===== src/include/board_ctrl_defines.svh =====
/* Register map and identity constants for the board-control block.
   One address map serves reads and writes, addresses are word indexes.
   Two-word values sit low word first. */
`ifndef BOARD_CTRL_DEFINES_SVH
`define BOARD_CTRL_DEFINES_SVH

// ----------------------------------------------------------------------
// field widths
// ----------------------------------------------------------------------
`define BC_REG_DWIDTH        16     // register word
`define BC_REG_AWIDTH        8      // register address
`define BC_SPI_FRAME_BITS    24     // r/w flag + 7 bit addr + data word
`define BC_ETH_COUNT         4      // ethernet ports
`define BC_ERR_CNT_WIDTH     32     // crc error counter
`define BC_LINK_CH_COUNT     2      // serial link channels

// ----------------------------------------------------------------------
// firmware identity
// ----------------------------------------------------------------------
`define BC_FW_DATE           32'hC0DE_0001
`define BC_FW_TIME           32'h0000_4B1D
`define BC_FW_TYPE           16'h00A5

// ----------------------------------------------------------------------
// register addresses
// ----------------------------------------------------------------------
`define BC_REG_FW_DATE       8'h00  // two words
`define BC_REG_FW_TIME       8'h02  // two words
`define BC_REG_FW_TYPE       8'h04
`define BC_REG_MAC_LINK      8'h05
`define BC_REG_RXERR0        8'h06  // ports 1..3 follow, two words each
`define BC_REG_PHY_RST       8'h0E
`define BC_REG_MDIO_CLK      8'h0F
`define BC_REG_MDIO_DOUT     8'h10
`define BC_REG_MDIO_DIR      8'h11
`define BC_REG_MDIO_DIN      8'h12
`define BC_REG_LINK_STATUS   8'h13
`define BC_REG_TEST_ARRAY    8'h20
`define BC_TEST_ARRAY_COUNT  8

`endif


===== src/logic/board_ctrl_pkg.sv =====
/* Shared types of the board-control block.
   Widths come from the defines header. */
`default_nettype none

`include "board_ctrl_defines.svh"

package board_ctrl_pkg;

    typedef logic [`BC_REG_AWIDTH-1:0]    reg_addr_t;    // register address
    typedef logic [`BC_REG_DWIDTH-1:0]    reg_data_t;    // register word
    typedef logic [`BC_ERR_CNT_WIDTH-1:0] err_cnt_t;     // crc error count
    typedef logic [`BC_ETH_COUNT-1:0]     eth_bits_t;    // one bit per port

    // spi frame phases
    typedef enum logic [1:0] {
        SPI_IDLE,       // cs high or between frames
        SPI_ADDR,       // r/w flag and address bits
        SPI_WDATA,      // write data bits
        SPI_RDATA       // read data on miso
    } spi_state_e;

endpackage

`default_nettype wire


===== src/logic/reg_bus_if.sv =====
/* Register bus between the SPI slave and the register bank.
   wr_en is a one-cycle strobe, rd_data is combinational on rd_addr. */
`timescale 1ns/1ps
`default_nettype none

interface reg_bus_if;

    logic                      wr_en;    // single reg_clk pulse
    board_ctrl_pkg::reg_addr_t wr_addr;
    board_ctrl_pkg::reg_data_t wr_data;
    board_ctrl_pkg::reg_addr_t rd_addr;
    board_ctrl_pkg::reg_data_t rd_data;

    modport master (
        output wr_en, wr_addr, wr_data, rd_addr,
        input  rd_data
    );

    modport slave (
        input  wr_en, wr_addr, wr_data, rd_addr,
        output rd_data
    );

endinterface

`default_nettype wire


===== src/logic/board_ctrl_regs.sv =====
/* Register bank behind the SPI slave. Status inputs are read as they
   are, only the MDIO input is resynchronized. Unmapped reads give 0. */
`timescale 1ns/1ps
`default_nettype none

`include "board_ctrl_defines.svh"

module board_ctrl_regs (
    input  wire                             reg_clk,
    input  wire                             arst_n_i,
    reg_bus_if.slave                        bus,
    input  wire board_ctrl_pkg::eth_bits_t  mac_link_i,
    input  wire board_ctrl_pkg::err_cnt_t   mac_rx_cnterr_i [0:`BC_ETH_COUNT-1],
    input  wire [`BC_LINK_CH_COUNT-1:0]     link_channel_up_i,
    input  wire                             eth_phy_mdio_i,
    output board_ctrl_pkg::eth_bits_t       eth_phy_rst_o,
    output logic                            eth_phy_mdc_o,
    output logic                            eth_phy_mdio_o,
    output logic                            eth_phy_mdio_oe_o
);

    localparam int unsigned DW = `BC_REG_DWIDTH;
    localparam logic [2*DW-1:0] FW_DATE = `BC_FW_DATE;
    localparam logic [2*DW-1:0] FW_TIME = `BC_FW_TIME;

    board_ctrl_pkg::reg_data_t test_array [0:`BC_TEST_ARRAY_COUNT-1];
    board_ctrl_pkg::reg_data_t rd_word;
    logic [1:0]                mdio_ff;

    function automatic logic wr_hit(input board_ctrl_pkg::reg_addr_t addr);
        return bus.wr_en && (bus.wr_addr == addr);
    endfunction

    // ------------------------------------------------------------------
    // writable registers
    // ------------------------------------------------------------------
    always_ff @(posedge reg_clk or negedge arst_n_i) begin
        if (!arst_n_i) begin
            eth_phy_rst_o     <= '0;
            eth_phy_mdc_o     <= 1'b0;
            eth_phy_mdio_o    <= 1'b0;
            eth_phy_mdio_oe_o <= 1'b0;
            mdio_ff           <= 2'b00;
            for (int i = 0; i < `BC_TEST_ARRAY_COUNT; i++) begin
                test_array[i] <= '0;
            end
        end else begin
            mdio_ff <= {mdio_ff[0], eth_phy_mdio_i};
            if (wr_hit(`BC_REG_PHY_RST)) begin
                eth_phy_rst_o <= bus.wr_data[`BC_ETH_COUNT-1:0];
            end
            if (wr_hit(`BC_REG_MDIO_CLK)) begin
                eth_phy_mdc_o <= bus.wr_data[0];      // bit-banged mdc
            end
            if (wr_hit(`BC_REG_MDIO_DOUT)) begin
                eth_phy_mdio_o <= bus.wr_data[0];
            end
            if (wr_hit(`BC_REG_MDIO_DIR)) begin
                eth_phy_mdio_oe_o <= bus.wr_data[0];  // 1 drives the pad
            end
            for (int i = 0; i < `BC_TEST_ARRAY_COUNT; i++) begin
                if (wr_hit(board_ctrl_pkg::reg_addr_t'(`BC_REG_TEST_ARRAY + i))) begin
                    test_array[i] <= bus.wr_data;
                end
            end
        end
    end

    // ------------------------------------------------------------------
    // read mux
    // ------------------------------------------------------------------
    always_comb begin
        rd_word = '0;
        case (bus.rd_addr)
            `BC_REG_FW_DATE:      rd_word = FW_DATE[DW-1:0];
            `BC_REG_FW_DATE + 1:  rd_word = FW_DATE[2*DW-1:DW];
            `BC_REG_FW_TIME:      rd_word = FW_TIME[DW-1:0];
            `BC_REG_FW_TIME + 1:  rd_word = FW_TIME[2*DW-1:DW];
            `BC_REG_FW_TYPE:      rd_word = `BC_FW_TYPE;
            `BC_REG_MAC_LINK:     rd_word = board_ctrl_pkg::reg_data_t'(mac_link_i);
            `BC_REG_PHY_RST:      rd_word = board_ctrl_pkg::reg_data_t'(eth_phy_rst_o);
            `BC_REG_MDIO_CLK:     rd_word = board_ctrl_pkg::reg_data_t'(eth_phy_mdc_o);
            `BC_REG_MDIO_DOUT:    rd_word = board_ctrl_pkg::reg_data_t'(eth_phy_mdio_o);
            `BC_REG_MDIO_DIR:     rd_word = board_ctrl_pkg::reg_data_t'(eth_phy_mdio_oe_o);
            `BC_REG_MDIO_DIN:     rd_word = board_ctrl_pkg::reg_data_t'(mdio_ff[1]);
            `BC_REG_LINK_STATUS:  rd_word = board_ctrl_pkg::reg_data_t'(link_channel_up_i);
            default: begin
                // counters are split low word first
                for (int p = 0; p < `BC_ETH_COUNT; p++) begin
                    if (bus.rd_addr == board_ctrl_pkg::reg_addr_t'(`BC_REG_RXERR0 + 2 * p)) begin
                        rd_word = mac_rx_cnterr_i[p][DW-1:0];
                    end
                    if (bus.rd_addr ==
                        board_ctrl_pkg::reg_addr_t'(`BC_REG_RXERR0 + 2 * p + 1)) begin
                        rd_word = mac_rx_cnterr_i[p][2*DW-1:DW];
                    end
                end
                for (int i = 0; i < `BC_TEST_ARRAY_COUNT; i++) begin
                    if (bus.rd_addr == board_ctrl_pkg::reg_addr_t'(`BC_REG_TEST_ARRAY + i)) begin
                        rd_word = test_array[i];
                    end
                end
            end
        endcase
    end

    assign bus.rd_data = rd_word;

endmodule

`default_nettype wire


===== src/logic/board_ctrl_top.sv =====
/* Board-control top level. The MDIO tristate buffer lives outside,
   driven from eth_phy_mdio_o and eth_phy_mdio_oe_o. */
`timescale 1ns/1ps
`default_nettype none

`include "board_ctrl_defines.svh"

module board_ctrl_top #(
    parameter int unsigned BLINK_HALF_CYCLES = 62_500_000
) (
    input  wire                             reg_clk,
    input  wire                             arst_n_i,
    input  wire                             spi_cs_n_i,
    input  wire                             spi_clk_i,
    input  wire                             spi_mosi_i,
    output wire                             spi_miso_o,
    input  wire board_ctrl_pkg::eth_bits_t  mac_link_i,
    input  wire board_ctrl_pkg::err_cnt_t   mac_rx_cnterr_i [0:`BC_ETH_COUNT-1],
    input  wire [`BC_LINK_CH_COUNT-1:0]     link_channel_up_i,
    output wire board_ctrl_pkg::eth_bits_t  eth_phy_rst_o,
    output wire                             eth_phy_mdc_o,
    output wire                             eth_phy_mdio_o,
    output wire                             eth_phy_mdio_oe_o,
    input  wire                             eth_phy_mdio_i,
    output wire                             dbg_led_o
);

    reg_bus_if u_reg_bus ();

    spi_slave u_spi_slave (
        .reg_clk    (reg_clk),
        .arst_n_i   (arst_n_i),
        .spi_cs_n_i (spi_cs_n_i),
        .spi_clk_i  (spi_clk_i),
        .spi_mosi_i (spi_mosi_i),
        .spi_miso_o (spi_miso_o),
        .bus        (u_reg_bus.master)
    );

    board_ctrl_regs u_board_ctrl_regs (
        .reg_clk           (reg_clk),
        .arst_n_i          (arst_n_i),
        .bus               (u_reg_bus.slave),
        .mac_link_i        (mac_link_i),
        .mac_rx_cnterr_i   (mac_rx_cnterr_i),
        .link_channel_up_i (link_channel_up_i),
        .eth_phy_mdio_i    (eth_phy_mdio_i),
        .eth_phy_rst_o     (eth_phy_rst_o),
        .eth_phy_mdc_o     (eth_phy_mdc_o),
        .eth_phy_mdio_o    (eth_phy_mdio_o),
        .eth_phy_mdio_oe_o (eth_phy_mdio_oe_o)
    );

    led_blink #(
        .BLINK_HALF_CYCLES (BLINK_HALF_CYCLES)
    ) u_led_blink (
        .reg_clk   (reg_clk),
        .arst_n_i  (arst_n_i),
        .dbg_led_o (dbg_led_o)
    );

endmodule

`default_nettype wire


===== src/logic/led_blink.sv =====
/* Debug LED heartbeat, toggles every BLINK_HALF_CYCLES reg_clk cycles.
   BLINK_HALF_CYCLES must be at least 1. */
`timescale 1ns/1ps
`default_nettype none

module led_blink #(
    parameter int unsigned BLINK_HALF_CYCLES = 62_500_000
) (
    input  wire  reg_clk,
    input  wire  arst_n_i,
    output logic dbg_led_o
);

    localparam int unsigned CNT_W = (BLINK_HALF_CYCLES > 1) ? $clog2(BLINK_HALF_CYCLES) : 1;
    localparam logic [CNT_W-1:0] CNT_LAST = CNT_W'(BLINK_HALF_CYCLES - 1);

    logic [CNT_W-1:0] half_cnt;
    logic             terminal;

    assign terminal = (half_cnt == CNT_LAST);   // end of a half period

    // ------------------------------------------------------------------
    // half period counter
    // ------------------------------------------------------------------
    always_ff @(posedge reg_clk or negedge arst_n_i) begin
        if (!arst_n_i) begin
            half_cnt  <= '0;
            dbg_led_o <= 1'b0;
        end else if (terminal) begin
            half_cnt  <= '0;
            dbg_led_o <= ~dbg_led_o;
        end else begin
            half_cnt <= half_cnt + 1'b1;
        end
    end

endmodule

`default_nettype wire


===== src/logic/spi_slave.sv =====
/* SPI mode 0 slave, MSB first, 24-bit frames. SPI clock high and low
   phases must each last at least 4 reg_clk cycles, all pins are
   resynchronized here. A frame cut short by cs is dropped. */
`timescale 1ns/1ps
`default_nettype none

`include "board_ctrl_defines.svh"

module spi_slave (
    input  wire       reg_clk,
    input  wire       arst_n_i,
    input  wire       spi_cs_n_i,
    input  wire       spi_clk_i,
    input  wire       spi_mosi_i,
    output logic      spi_miso_o,
    reg_bus_if.master bus
);

    localparam int unsigned FRAME_BITS = `BC_SPI_FRAME_BITS;
    localparam int unsigned DATA_BITS  = `BC_REG_DWIDTH;
    localparam int unsigned ADDR_BITS  = FRAME_BITS - DATA_BITS;   // flag + address
    localparam int unsigned CNT_W      = $clog2(FRAME_BITS);

    logic [1:0]                 cs_n_ff;
    logic [1:0]                 sclk_ff;
    logic [1:0]                 mosi_ff;
    logic                       sclk_d;
    logic                       cs_n_s;
    logic                       mosi_s;
    logic                       sclk_rise;
    logic                       sclk_fall;
    logic                       sample;
    logic                       rd_flag;
    logic                       addr_done;
    logic                       frame_done;
    logic                       rd_load;
    logic [CNT_W-1:0]           bit_cnt;
    board_ctrl_pkg::spi_state_e state;
    board_ctrl_pkg::reg_data_t  mosi_sr;
    board_ctrl_pkg::reg_data_t  rd_shift;
    board_ctrl_pkg::reg_addr_t  addr_next;

    // ------------------------------------------------------------------
    // pin synchronizers and clock edge detect
    // ------------------------------------------------------------------
    always_ff @(posedge reg_clk or negedge arst_n_i) begin
        if (!arst_n_i) begin
            cs_n_ff <= 2'b11;
            sclk_ff <= 2'b00;
            mosi_ff <= 2'b00;
            sclk_d  <= 1'b0;
        end else begin
            cs_n_ff <= {cs_n_ff[0], spi_cs_n_i};
            sclk_ff <= {sclk_ff[0], spi_clk_i};
            mosi_ff <= {mosi_ff[0], spi_mosi_i};
            sclk_d  <= sclk_ff[1];
        end
    end

    assign cs_n_s    = cs_n_ff[1];
    assign mosi_s    = mosi_ff[1];
    assign sclk_rise = sclk_ff[1] & ~sclk_d;
    assign sclk_fall = ~sclk_ff[1] & sclk_d;
    assign sample    = sclk_rise & ~cs_n_s;

    // first frame bit has been shifted up to here by the 8th sample
    assign rd_flag    = mosi_sr[ADDR_BITS-2];
    assign addr_next  = {{(`BC_REG_AWIDTH - ADDR_BITS + 1){1'b0}},
                         mosi_sr[ADDR_BITS-3:0], mosi_s};
    assign addr_done  = sample && (state == board_ctrl_pkg::SPI_ADDR) &&
                        (bit_cnt == CNT_W'(ADDR_BITS - 1));
    assign frame_done = sample && (state == board_ctrl_pkg::SPI_WDATA) &&
                        (bit_cnt == CNT_W'(FRAME_BITS - 1));

    // ------------------------------------------------------------------
    // frame FSM
    // ------------------------------------------------------------------
    always_ff @(posedge reg_clk or negedge arst_n_i) begin
        if (!arst_n_i) begin
            state      <= board_ctrl_pkg::SPI_IDLE;
            bit_cnt    <= '0;
            rd_load    <= 1'b0;
            bus.wr_en  <= 1'b0;
        end else begin
            bus.wr_en <= 1'b0;
            rd_load   <= 1'b0;
            if (cs_n_s) begin                      // also drops a partial frame
                state   <= board_ctrl_pkg::SPI_IDLE;
                bit_cnt <= '0;
            end else begin
                case (state)
                    board_ctrl_pkg::SPI_IDLE: begin
                        state   <= board_ctrl_pkg::SPI_ADDR;
                        bit_cnt <= '0;
                    end
                    board_ctrl_pkg::SPI_ADDR: begin
                        if (sample) begin
                            bit_cnt <= bit_cnt + 1'b1;
                        end
                        if (addr_done && rd_flag) begin
                            state   <= board_ctrl_pkg::SPI_RDATA;
                            rd_load <= 1'b1;       // snapshot next cycle
                        end else if (addr_done) begin
                            state <= board_ctrl_pkg::SPI_WDATA;
                        end
                    end
                    board_ctrl_pkg::SPI_WDATA: begin
                        if (sample) begin
                            bit_cnt <= bit_cnt + 1'b1;
                        end
                        if (frame_done) begin
                            bus.wr_en <= 1'b1;
                            state     <= board_ctrl_pkg::SPI_IDLE;
                        end
                    end
                    board_ctrl_pkg::SPI_RDATA: begin
                        if (sample) begin
                            bit_cnt <= bit_cnt + 1'b1;
                        end
                        if (sample && (bit_cnt == CNT_W'(FRAME_BITS - 1))) begin
                            state <= board_ctrl_pkg::SPI_IDLE;
                        end
                    end
                    default: state <= board_ctrl_pkg::SPI_IDLE;
                endcase
            end
        end
    end

    // ------------------------------------------------------------------
    // shift registers and bus payload
    // ------------------------------------------------------------------
    always_ff @(posedge reg_clk) begin
        if (sample) begin
            mosi_sr <= {mosi_sr[DATA_BITS-2:0], mosi_s};
        end
        if (addr_done) begin
            bus.wr_addr <= addr_next;
            if (rd_flag) begin
                bus.rd_addr <= addr_next;
            end
        end
        if (frame_done) begin
            bus.wr_data <= {mosi_sr[DATA_BITS-2:0], mosi_s};
        end
        if (rd_load) begin
            rd_shift <= bus.rd_data;
        end else if (sclk_fall && (state == board_ctrl_pkg::SPI_RDATA) &&
                     (bit_cnt > CNT_W'(ADDR_BITS))) begin
            rd_shift <= {rd_shift[DATA_BITS-2:0], 1'b0};   // next bit after fall
        end
    end

    assign spi_miso_o = ~spi_cs_n_i & (state == board_ctrl_pkg::SPI_RDATA) &
                        rd_shift[DATA_BITS-1];

endmodule

`default_nettype wire


===== config.mk =====
export PLATFORM = sky130hd
export DESIGN_NAME = board_ctrl_top
export DESIGN_NICKNAME = d
export VERILOG_FILES = /design/src/logic/board_ctrl_pkg.sv /design/src/logic/reg_bus_if.sv /design/src/logic/board_ctrl_regs.sv /design/src/logic/board_ctrl_top.sv /design/src/logic/led_blink.sv /design/src/logic/spi_slave.sv
export VERILOG_INCLUDE_DIRS = /design/src /design/src/include
export SDC_FILE = /design/constraint.sdc
export NUM_CORES = 1
export LEC_CHECK = 0
export BUFFER_PORTS_ARGS = -buffer_cell sky130_fd_sc_hd__clkbuf_2
export CORE_ASPECT_RATIO = 1.4
export CORE_MARGIN = 1
export CORE_UTILIZATION = 59
export CTS_CLUSTER_SIZE = 40
export DETAILED_ROUTE_END_ITERATION = 10
export PLACE_DENSITY = 0.81
export SLEW_MARGIN = 20
export SYNTH_ARGS = -nofsm -noshare
export SYNTH_HDL_FRONTEND = slang
export SYNTH_HIERARCHICAL = 1
export SYNTH_SLANG_ARGS = --single-unit

===== constraint.sdc =====
create_clock -name reg_clk -period 3.15 [get_ports reg_clk]
set_clock_uncertainty 0.15 [all_clocks]
set_input_delay 0.63 -clock reg_clk [delete_from_list [all_inputs] [get_ports reg_clk]]
set_output_delay 0.63 -clock reg_clk [all_outputs]
set_load 0.05 [all_outputs]

; ---- After elaboration in Yosys (flattened, before gate mapping)
; Cells that the tools add are included.
[word_totals]
reg_bits = 241
inputBits = 140
[classes]
addsub = 2
order_cmp = 1
n_eq_ne = 49
mux = 35
bitwise = 10
reduce_logical = 26
[ops]
columns = operator, n
row1 = 2-to-1 mux 16 bit, 18
row2 = case mux 16 bit (12 select lines), 1
row3 = == test 7 x 6 -> 1 bit (second input constant), 16
row4 = == test 7 x 4 -> 1 bit (second input constant), 10
row5 = == test 7 x 5 -> 1 bit (second input constant), 6
row6 = == test 7 x 3 -> 1 bit (second input constant), 4
row7 = adder 26 x 1 -> 26 bit (second input constant), 1
row8 = == test 26 bit (second input constant), 1
row9 = 2-to-1 mux 26 bit, 1
row10 = logical AND 1 bit, 20
row11 = == test 7 x 2 -> 1 bit (second input constant), 2
row12 = 2-to-1 mux 2 bit, 5
row13 = 2-to-1 mux 5 bit, 2
row14 = case mux 5 bit (2 select lines), 1
row15 = inequality test 3 x 1 -> 1 bit (second input constant), 3
row16 = zero test 8 bit, 1
row17 = case mux 2 bit (4 select lines), 1
row18 = == test 7 x 1 -> 1 bit (second input constant), 1
row19 = 2-to-1 mux 1 bit, 6
row20 = adder 5 x 1 -> 5 bit (second input constant), 1
row21 = AND 1 bit, 5
row22 = == test 5 x 3 -> 1 bit (second input constant), 1
row23 = == test 5 bit (second input constant), 1
row24 = greater-than comparator 5 x 4 -> 1 bit (second input constant), 1
row25 = 9 further kinds, 14

; ---- Longest topological paths before layout
; Gate-level depths: netlist of run 1.
[depth]
ltp_word = 19
depth_mapped = 11

; ---- By module
; Netlist of run 1, hierarchy kept.
[modules_own_cells]
columns = mod, instances, cells_per_inst, area_per_inst_um2, seq_area_each_um2
row1 = board_ctrl_regs, 1, 767, 8170.3, 3428.3
row2 = spi_slave, 1, 143, 2760.1, 2234.6
row3 = led_blink, 1, 131, 1345.0, 675.6

; ---- Worst setup path after synthesis of run 1
; Ideal clock, no wire load.
[synth_path]
path_kind = in2out
start = input spi_cs_n_i
end = output spi_miso_o
arrival_time_ns = 2.273
required_ns = 2.370
path_slack_ns = 0.097
stages = 1
n_path_buf = 0
path_cell_list = nor4b_1
[synth_via]
elab_chain_len = 3
[synth_lines]
columns = element, line_no
row1 = "start, declared", board_ctrl_top.sv:13  ; input wire spi_cs_n_i,
row2 = NOT 1 bit, spi_slave.sv:154  ; assign spi_miso_o = ~spi_cs_n_i & (state == board_ctrl_pkg::SPI_RDATA) &
row3 = AND 1 bit (2 in series), spi_slave.sv:154
row4 = "end, declared", board_ctrl_top.sv:16  ; output wire spi_miso_o,
; No other way between the ends.

; ---- Worst setup path in the final report of run 1
[layout_path]
start = register u_spi_slave.bus.rd_addr[4]
end = register u_spi_slave.rd_shift[7], data pin
[layout_via]
elab_chain_len = 19
elab_cells_between_ends = 46
classes_between = eq/ne (27) / mux (18) / reduce/logical (1)
[layout_lines]
columns = element, line_no
row1 = "start, declared", reg_bus_if.sv:15  ; output wr_en, wr_addr, wr_data, rd_addr,
row2 = "start signal, assigned", spi_slave.sv:140  ; bus.rd_addr <= addr_next;
row3 = == test 7 x 3 -> 1 bit, board_ctrl_regs.sv:90  ; if (bus.rd_addr == board_ctrl_pkg::reg_addr_t'(`BC_REG_RXERR0 + 2 * p)) begin
row4 = 2-to-1 mux 16 bit, board_ctrl_regs.sv:90
row5 = 2-to-1 mux 16 bit, board_ctrl_regs.sv:93  ; if (bus.rd_addr ==
row6 = 2-to-1 mux 16 bit, board_ctrl_regs.sv:90
row7 = 2-to-1 mux 16 bit, board_ctrl_regs.sv:93
row8 = 2-to-1 mux 16 bit, board_ctrl_regs.sv:90
row9 = 2-to-1 mux 16 bit, board_ctrl_regs.sv:93
row10 = 2-to-1 mux 16 bit, board_ctrl_regs.sv:90
row11 = 2-to-1 mux 16 bit, board_ctrl_regs.sv:93
row12 = 2-to-1 mux 16 bit (8 in series), board_ctrl_regs.sv:99  ; if (bus.rd_addr == board_ctrl_pkg::reg_addr_t'(`BC_REG_TEST_ARRAY + i)) begin
row13 = case mux 16 bit (12 select lines) *, board_ctrl_regs.sv:74  ; case (bus.rd_addr)
row14 = via u_reg_bus.rd_data[7], reg_bus_if.sv:12  ; board_ctrl_pkg::reg_data_t rd_data;
row15 = 2-to-1 mux 16 bit *, spi_slave.sv:146  ; if (rd_load) begin
row16 = "end signal, assigned", spi_slave.sv:147  ; rd_shift <= bus.rd_data;
row17 = "end signal, assigned", spi_slave.sv:150  ; rd_shift <= {rd_shift[DATA_BITS-2:0], 1'b0};
row18 = "end, declared", spi_slave.sv:40  ; board_ctrl_pkg::reg_data_t rd_shift;
; Mark *: on every way through the listed nets, which the timed path passes. The rest lies on a longest branch.
; A chain may end at the register's enable or synchronous reset.

==> flow_metrics.env, run 1 <==
export IMPL_outcome="finished clean"
export IMPL_combinational_family_with_the_most_area_after_synthesis="multiplexers"
export IMPL_synth_compound_area_share_pct=12.9
export IMPL_p_sw_share_pct=21.1
export IMPL_report_final_hold_viol_count=0
export IMPL_vias_per_cell=6.65
export IMPL_clock_latency_ns=0.51
export IMPL_tritoncts_buffers=23
export IMPL_worstPathArrival_ns=3.10
export IMPL_worstSetupStartpoint="u_spi_slave/bus.rd_addr[4]$_DFFE_PP_"
export IMPL_post_synth_main_area_contributors="sky130_fd_sc_hd__dfrtp_1 36%, sky130_fd_sc_hd__mux2_2 15%, sky130_fd_sc_hd__edfxtp_1 15%"
export IMPL_p_comb_share_pct=3.3
export IMPL_power_density_mw_per_mm2=429
export IMPL_seq_power_share_pct=52.6
export IMPL_synth_most_common_cell="sky130_fd_sc_hd__dfrtp_1"
export IMPL_reg2reg_from="u_spi_slave/bus.rd_addr[4]$_DFFE_PP_"
export IMPL_drc=0
export IMPL_final_net_count=1347
export IMPL_port_buffer_count=148
export IMPL_synth_enable_flop_cells=61
export IMPL_yosys_warnings=6
export IMPL_worst_ir_drop_vdd_mv=0.378
export IMPL_synth_top_flop_cell="sky130_fd_sc_hd__dfrtp_1"
export IMPL_cpPeakStageDelay_ns=0.60
export IMPL_power_total_w=0.00612
export IMPL_dieArea_sq_mm=0.0214
export IMPL_post_synth_fa_ha_maj_area_fraction_pct=0.306
export IMPL_worst_setup_path_start_kind="register"
export IMPL_clock_tree_from_tritoncts="done"
export IMPL_finalSetupTns_ns=0
export IMPL_finalSetupViolCount=0
export IMPL_synth_avg_cell_area_sq_um=11.8
export IMPL_die_y_um=173
export IMPL_drive_above_1_share_pct=35.5
export IMPL_htreeDepth=1
export IMPL_leakage_nw=6.41
export IMPL_detailroute_wirelength_met3_um=3400
export IMPL_synthCells=1041
export IMPL_slew_viol_final=0
export IMPL_timing_critical_path_slowest_stage_cell="sky130_fd_sc_hd__a2111oi_1"
export IMPL_synth_largest_area_cell="sky130_fd_sc_hd__dfrtp_1"
export IMPL_groute_usage_overall_pct=34.4
export IMPL_drtPass1Iterations=6
export IMPL_area_growth_syn_to_layout_pct=16.2
export IMPL_critPathTopFamily="compound AO/OA/AOI/OAI gates"
export IMPL_row_count=62
export IMPL_min_path_type="input port to register"
export IMPL_critical_path_buf_inv_count=1
export IMPL_path_max_fanout=8
export IMPL_final_seq_area_sq_mm=0.00634
export IMPL_multiInputGateArea_sq_mm=0.00558
export IMPL_part_of_the_power_in_the_clock_network_pct=44.1
export IMPL_final_min_period_over_clock_period_pct=95.0
export IMPL_clkSlewWorstSetupHoldPaths_ns=0.07
export IMPL_worst_setup_path_type="register to register"
export IMPL_grt_max_degree=62
export IMPL_initial_core_util_pct=59.9
export IMPL_grt_pass1_vias=9669
export IMPL_rsz0062_at_grt="no"
export IMPL_yosysUniqueCellTypes=78
export IMPL_yosysTopAreaCellShare_pct=36.3
export IMPL_core_sq_mm=0.0205
export IMPL_timing_final_crit_period_ns=2.99
export IMPL_max_freq_ghz=0.334
export IMPL_wl_met2_um=17500
export IMPL_die_width_um=124
export IMPL_number_of_max_cap_violations=0
export IMPL_net_switching_power_w=0.00129
export IMPL_gp_routability_congestion=0.952
export IMPL_route_top_layer_used="met4"
export IMPL_synth_simple_area_share_pct=11.0
export IMPL_hpwlAfterDp_um=24800
export IMPL_layout_filler_cells=1470
export IMPL_final_antenna_net_count=0
export IMPL_clk_root_buffer_cell="sky130_fd_sc_hd__clkbuf_16"
export IMPL_route_final_wire_length_um=35900
export IMPL_max_clock_buf_depth=3
export IMPL_timing_slew_headroom_pct=44.2
export IMPL_worst_path_required_ns=3.26
export IMPL_seq_area_frac_synth_pct=51.6
export IMPL_yosys_mux_area_fraction_pct=19.7
export IMPL_detail_route_wl_per_cell_um=24.3
export IMPL_grt_antenna_before_repair=2
export IMPL_tightestPinTransition_ns=0.830
export IMPL_netlist_top_cells_count="178 x sky130_fd_sc_hd__dfrtp_1, 165 x sky130_fd_sc_hd__mux2_2, 61 x sky130_fd_sc_hd__edfxtp_1"
export IMPL_first_pass_grt_wire_length_um=55000
export IMPL_yosys_register_bits=241
export IMPL_critPathCaptureType="register"
export IMPL_syn_cell_area_sq_mm=0.0123
export IMPL_first_iter_violations=967
export IMPL_hp_start="spi_mosi_i"
export IMPL_power_internal_w=0.00483
export IMPL_clock_sink_count=241
export IMPL_synth_async_sr_flop_share_pct=74.7
export IMPL_vias=9832
export IMPL_num_io_pins=149
export IMPL_path_cells="nor4_4 -> nand3_1 -> buf_4 -> a2111oi_1 -> a211oi_1 -> o21ai_0 -> o211ai_1 -> mux2_2"
export IMPL_met1_length_um=13000
export IMPL_yosys_area_share_xor_xnor_pct=1.43
export IMPL_gr_total_overflow=0
metrics by stage:
step / utilization, % / hold WS, ns / cell area, sq um / setup WS, ns / instances
finish: 69.6 / 0.0757 / 14300 / 0.158 / 1478
global route: 69.6 / 0.0665 / 14300 / 0.0424 / 1477
CTS: 69.5 / 0.0611 / 14200 / 0.0267 / 1474
detailed placement: 65.9 / 0.187 / 13500 / 0.0418 / 1432
global placement: 65.9 / 0.182 / 13500 / 0.0653 / 1432
floorplan: - / 0.181 / 12300 / 0.0966 / 1042
per-layer routing:
| metal | vias to the layer above | global-route usage (%) |
|---|---|---|
| li1 | 4297 | - |
| met1 | 4764 | 42.8 |
| met2 | 638 | 55.9 |
| met3 | 133 | 6.63 |
| met4 | 0 | 18.9 |
| met5 | - | 0 |
cell type report:
type	count	area share, %
repair buffers	204	8.82
inverters	10	0.263
well taps	256	2.25
clock buffers	31	4.54
clock inverters	10	0.579
flip-flops and latches	241	44.4
diodes	2	0.0351
multi-input cells	724	39.1
path summary, 6_finish.rpt:
kind | end | slack, ns | cells past startpoint
worst max-delay path | u_spi_slave/rd_shift[7]$_DFFE_PP_ | 0.16 | 8
worst min-delay path | u_spi_slave/mosi_ff[0]$_DFF_PN0_ | 0.08 | 1
worst max register to register | u_spi_slave/rd_shift[7]$_DFFE_PP_ | 0.16 | 8
worst min register to register | u_board_ctrl_regs/mdio_ff[1]$_DFF_PN0_ | 0.20 | 0
max in group asynchronous | u_board_ctrl_regs/test_array[119]$_DFFE_PN0P_ | 1.65 | 3
min in group asynchronous | u_led_blink/half_cnt[15]$_DFF_PN0_ | 0.51 | 2
logic make-up (layout without fill, tap and decap cells):
logic type / count (synthesis) / after routing
AOI/OAI and AO/OA: 239 / 239
xor gates and xnor gates: 20 / 20
adders and majority gates: 3 / 3
buffers and inverters: 77 / 255
DFF: 241 / 241
muxes: 210 / 210
other: 1 / 4
and+or+nand+nor: 250 / 250
registers in the layout, indices dropped and copies added (netlist names), 4 cells and up:
name,flops
u_spi_slave/bus.wr_addr,7
u_spi_slave/bus.rd_addr,7
u_spi_slave/rd_shift,16
u_spi_slave/mosi_sr,15
u_board_ctrl_regs/test_array,128
u_spi_slave/bit_cnt,5
u_led_blink/half_cnt,26
u_spi_slave/bus.wr_data,16
u_board_ctrl_regs/eth_phy_rst_o,4
worst reg2reg max path, stage by stage, from the launching register on:
cell,delay (ns)
sky130_fd_sc_hd__edfxtp_1,0.54
sky130_fd_sc_hd__nor4_4,0.41
sky130_fd_sc_hd__nand3_1,0.20
sky130_fd_sc_hd__buf_4,0.23
sky130_fd_sc_hd__a2111oi_1,0.61
sky130_fd_sc_hd__a211oi_1,0.10
sky130_fd_sc_hd__o21ai_0,0.13
sky130_fd_sc_hd__o211ai_1,0.12
sky130_fd_sc_hd__mux2_2,0.27
repair_timing:
item,CTS,global route
gates resized for setup,0,1
setup endpoints to repair,0,1
endpoints found under the hold margin,56,0
setup buffers,0,2
hold buffers,1,0
power by group through the flow:
stage / clock network [W] / registers, W / logic (W)
floorplan: 0 / 0.00328 / 0.0000432
global placement: 0 / 0.00328 / 0.000198
detailed placement: 0 / 0.00328 / 0.000199
CTS: 0.00274 / 0.00322 / 0.000201
global route: 0.00286 / 0.00322 / 0.000228
finish: 0.00270 / 0.00322 / 0.000204
cell usage in the layout (no fill, tap or decap), drive strengths merged, types with 10 or more instances in the layout:
cell,count
buf,56
nand2b,10
and2,10
dfrtp,178
nor2,56
o211ai,10
a221oi,16
inv,10
o221ai,10
and3,12
mux2i,36
o22ai,19
a21oi,51
edfxtp,61
mux2,165
a31oi,17
o21ai,54
xnor2,11
clkbuf,178
nor3,15
nand3,43
nand4,12
nand2,52
No activity file was read; power rests on OpenSTA's default activity.
==> run 2, diff against run 1 <==
Settings changed: CORE_MARGIN 1 to 2, CTS_CLUSTER_DIAMETER set to 100, PLACE_DENSITY 0.81 to 0.9.
==> run 2 against run 1 <==
  * The run now ends with hold timing left
  * Highest routed layer unchanged
  * Global-route usage down 2.4 points
  * Critical endpoint is now u_spi_slave/rd_shift[4]$_DFFE_PP_
  * Worst hold slack got worse by 0.094 ns
  * Largest power group unchanged
  * Clock-buffer cell count is 18 lower
  * Critical path type unchanged
  * Largest cell class unchanged
==> flow_metrics.env, run 2 (synthesis gave the netlist of run 1 again) <==
export IMPL_outcome="finished with violations"
export IMPL_failing_checks="hold timing"
export IMPL_final_antenna_net_count=0
export IMPL_grt_busiest_layer="met2"
export IMPL_htreeDepth=1
export IMPL_grt_antenna_before_repair=0
export IMPL_worst_setup_path_type="register to register"
export IMPL_leakage_nw=6.21
export IMPL_route_final_wire_length_um=35300
export IMPL_detail_route_wl_per_cell_um=24.3
export IMPL_power_total_w=0.00506
export IMPL_clock_sink_count=241
export IMPL_cpPeakStageDelay_ns=0.60
export IMPL_vias=9768
export IMPL_final_setup_worst_slack_ns=0.243
export IMPL_first_iter_violations=1063
export IMPL_tritoncts_buffers=10
export IMPL_timing_final_crit_period_ns=2.91
export IMPL_core_sq_mm=0.0205
export IMPL_path_cells="nor2_1 -> o21ai_0 -> buf_4 -> o211ai_1 -> o221ai_1 -> a21o_1 -> mux2_2"
export IMPL_path_max_fanout=12
export IMPL_multiInputGateArea_sq_mm=0.00557
export IMPL_critPathCaptureType="register"
export IMPL_timing_slew_headroom_pct=46.5
export IMPL_min_path_type="input port to async pin"
export IMPL_rsz0062_at_grt="no"
export IMPL_critical_path_buf_inv_count=1
export IMPL_register_name_with_the_most_flops="u_board_ctrl_regs/test_array"
export IMPL_num_io_pins=149
export IMPL_slew_viol_final=0
export IMPL_tightestPinTransition_ns=0.797
export IMPL_finalSetupViolCount=0
export IMPL_clock_tree_from_tritoncts="done"
export IMPL_top_flop_regs="u_board_ctrl_regs/test_array x128, u_led_blink/half_cnt x26"
export IMPL_grt_max_degree=69
export IMPL_net_switching_power_w=0.00109
export IMPL_clk_root_buffer_cell="sky130_fd_sc_hd__clkbuf_16"
export IMPL_worst_setup_path_start_kind="register"
export IMPL_grt_pass1_vias=10079
export IMPL_max_freq_ghz=0.344
export IMPL_hpwlAfterDp_um=25700
export IMPL_seq_power_share_pct=63.6
export IMPL_largest_register_ffs=128
export IMPL_die_width_um=126
export IMPL_dieArea_sq_mm=0.0220
export IMPL_dp_worst_setup_slack_ns=0.306
export IMPL_use_met3_pct=4.93
export IMPL_placed_cells=1436
export IMPL_row_count=62
export IMPL_finalSetupTns_ns=0
export IMPL_use_met1_pct=38.4
export IMPL_gp_routability_congestion=0.973
export IMPL_number_of_max_cap_violations=0
export IMPL_n_antenna_cell=0
export IMPL_gr_total_overflow=0
export IMPL_drive_above_1_share_pct=34.7
export IMPL_final_seq_area_sq_mm=0.00634
export IMPL_post_cts_resize_count=0
export IMPL_worst_path_required_ns=3.27
export IMPL_worst_ir_drop_vdd_mv=0.436
export IMPL_critPathTopFamily="compound AO/OA/AOI/OAI gates"
export IMPL_area_growth_syn_to_layout_pct=12.7
export IMPL_p_comb_share_pct=3.9
export IMPL_final_net_count=1335
export IMPL_p_sw_share_pct=21.5
export IMPL_power_density_mw_per_mm2=365
export IMPL_layout_filler_cells=1485
export IMPL_drc=0
export IMPL_clkSlewWorstSetupHoldPaths_ns=0.14
export IMPL_power_internal_w=0.00397
export IMPL_vias_per_cell=6.73
export IMPL_timing_critical_path_slowest_stage_cell="sky130_fd_sc_hd__nor2_1"
export IMPL_hold_slack_ns=-0.0187
export IMPL_groute_usage_overall_pct=32.1
export IMPL_first_pass_grt_wire_length_um=55400
export IMPL_worstPathArrival_ns=3.03
export IMPL_initial_core_util_pct=59.9
export IMPL_report_final_hold_viol_count=2
export IMPL_instances_no_fill=1452
export IMPL_met2_usage_in_global_routing_pct=54.0
export IMPL_clock_latency_ns=0.49
export IMPL_max_clock_buf_depth=3
export IMPL_port_buffer_count=148
export IMPL_drtPass1Iterations=5
export IMPL_part_of_the_power_in_the_clock_network_pct=32.5
export IMPL_most_frequent_standard_cell_in_the_layout_excluding_fill_and_tap_cells="sky130_fd_sc_hd__dfrtp_1"
export IMPL_die_y_um=175
export IMPL_cts_hold_buf=0
export IMPL_post_cts_setup_buffer_count=0
export IMPL_final_cell_mix="178 x sky130_fd_sc_hd__dfrtp_1, 165 x sky130_fd_sc_hd__mux2_2, 147 x sky130_fd_sc_hd__clkbuf_2, 61 x sky130_fd_sc_hd__edfxtp_1, 54 x sky130_fd_sc_hd__nor2_1"
export IMPL_final_min_period_over_clock_period_pct=92.3
## run 2: changes by cell type in the layout (fill, tap and decap cells not counted), sizes merged
cell,previous run,this run
clkinvlp,1,0
buf,56,58
bufinv,1,0
clkbuf,178,160
dlygate4sd3,1,0
diode,2,0
clkinv,8,3
## run 2: layout make-up
type | count | share of cell area [%]
well taps | 256 | 2.31
repair buffers | 205 | 8.94
inverters | 10 | 0.271
clock buffers | 13 | 2.04
multi-input cells | 724 | 40.3
clock inverters | 3 | 0.344
flip-flops and latches | 241 | 45.8
## run 2: power groups by stage
stage,clock (W),sequential (W),combinational [W]
global placement,0,0.00328,0.000198
finish,0.00164,0.00322,0.000197
CTS,0.00167,0.00322,0.000199
detailed placement,0,0.00328,0.000197
global route,0.00178,0.00322,0.000216
floorplan,0,0.00328,0.0000432
## run 2: worst register-to-register path: stages (launching register included)
cell,delay [ns]
sky130_fd_sc_hd__edfxtp_1,0.54
sky130_fd_sc_hd__nor2_1,0.60
sky130_fd_sc_hd__o21ai_0,0.43
sky130_fd_sc_hd__buf_4,0.29
sky130_fd_sc_hd__o211ai_1,0.08
sky130_fd_sc_hd__o221ai_1,0.17
sky130_fd_sc_hd__a21o_1,0.17
sky130_fd_sc_hd__mux2_2,0.25
## run 2: final timing paths
check                                                startpoint  cells past startpoint                                 to  slack [ns]
max in group asynchronous                              arst_n_i                      2   u_spi_slave/cs_n_ff[1]$_DFF_PN1_        2.03
hold reg to reg                u_spi_slave/mosi_ff[0]$_DFF_PN0_                      0   u_spi_slave/mosi_ff[1]$_DFF_PN0_        0.17
min in group reg_clk                                 spi_cs_n_i                      1   u_spi_slave/cs_n_ff[0]$_DFF_PN1_        0.08
setup reg to reg           u_spi_slave/bus.rd_addr[3]$_DFFE_PP_                      7  u_spi_slave/rd_shift[4]$_DFFE_PP_        0.24
setup / recovery           u_spi_slave/bus.rd_addr[3]$_DFFE_PP_                      7  u_spi_slave/rd_shift[4]$_DFFE_PP_        0.24
hold / removal                                         arst_n_i                      1  u_led_blink/half_cnt[2]$_DFF_PN0_       -0.02
## run 2: through the flow
stage,cell area (sq um),util [%],hold WS [ns]
5_1_grt,13800,67.6,0.0193
6_report,13800,67.6,-0.0187
2_1_floorplan,12300,-,0.181
4_1_cts,13800,67.6,0.00306
3_3_place_gp,13500,66.0,0.184
3_5_place_dp,13500,66.0,0.185
## run 2: layer usage
metal | part of all wire (%) | vias up | routed length, um
met1 | 35 | 4756 | 12400
met4 | 7.3 | 0 | 2580
met5 | 0 | - | 0
li1 | - | 4232 | -
met2 | 49 | 610 | 17200
met3 | 8.7 | 170 | 3070
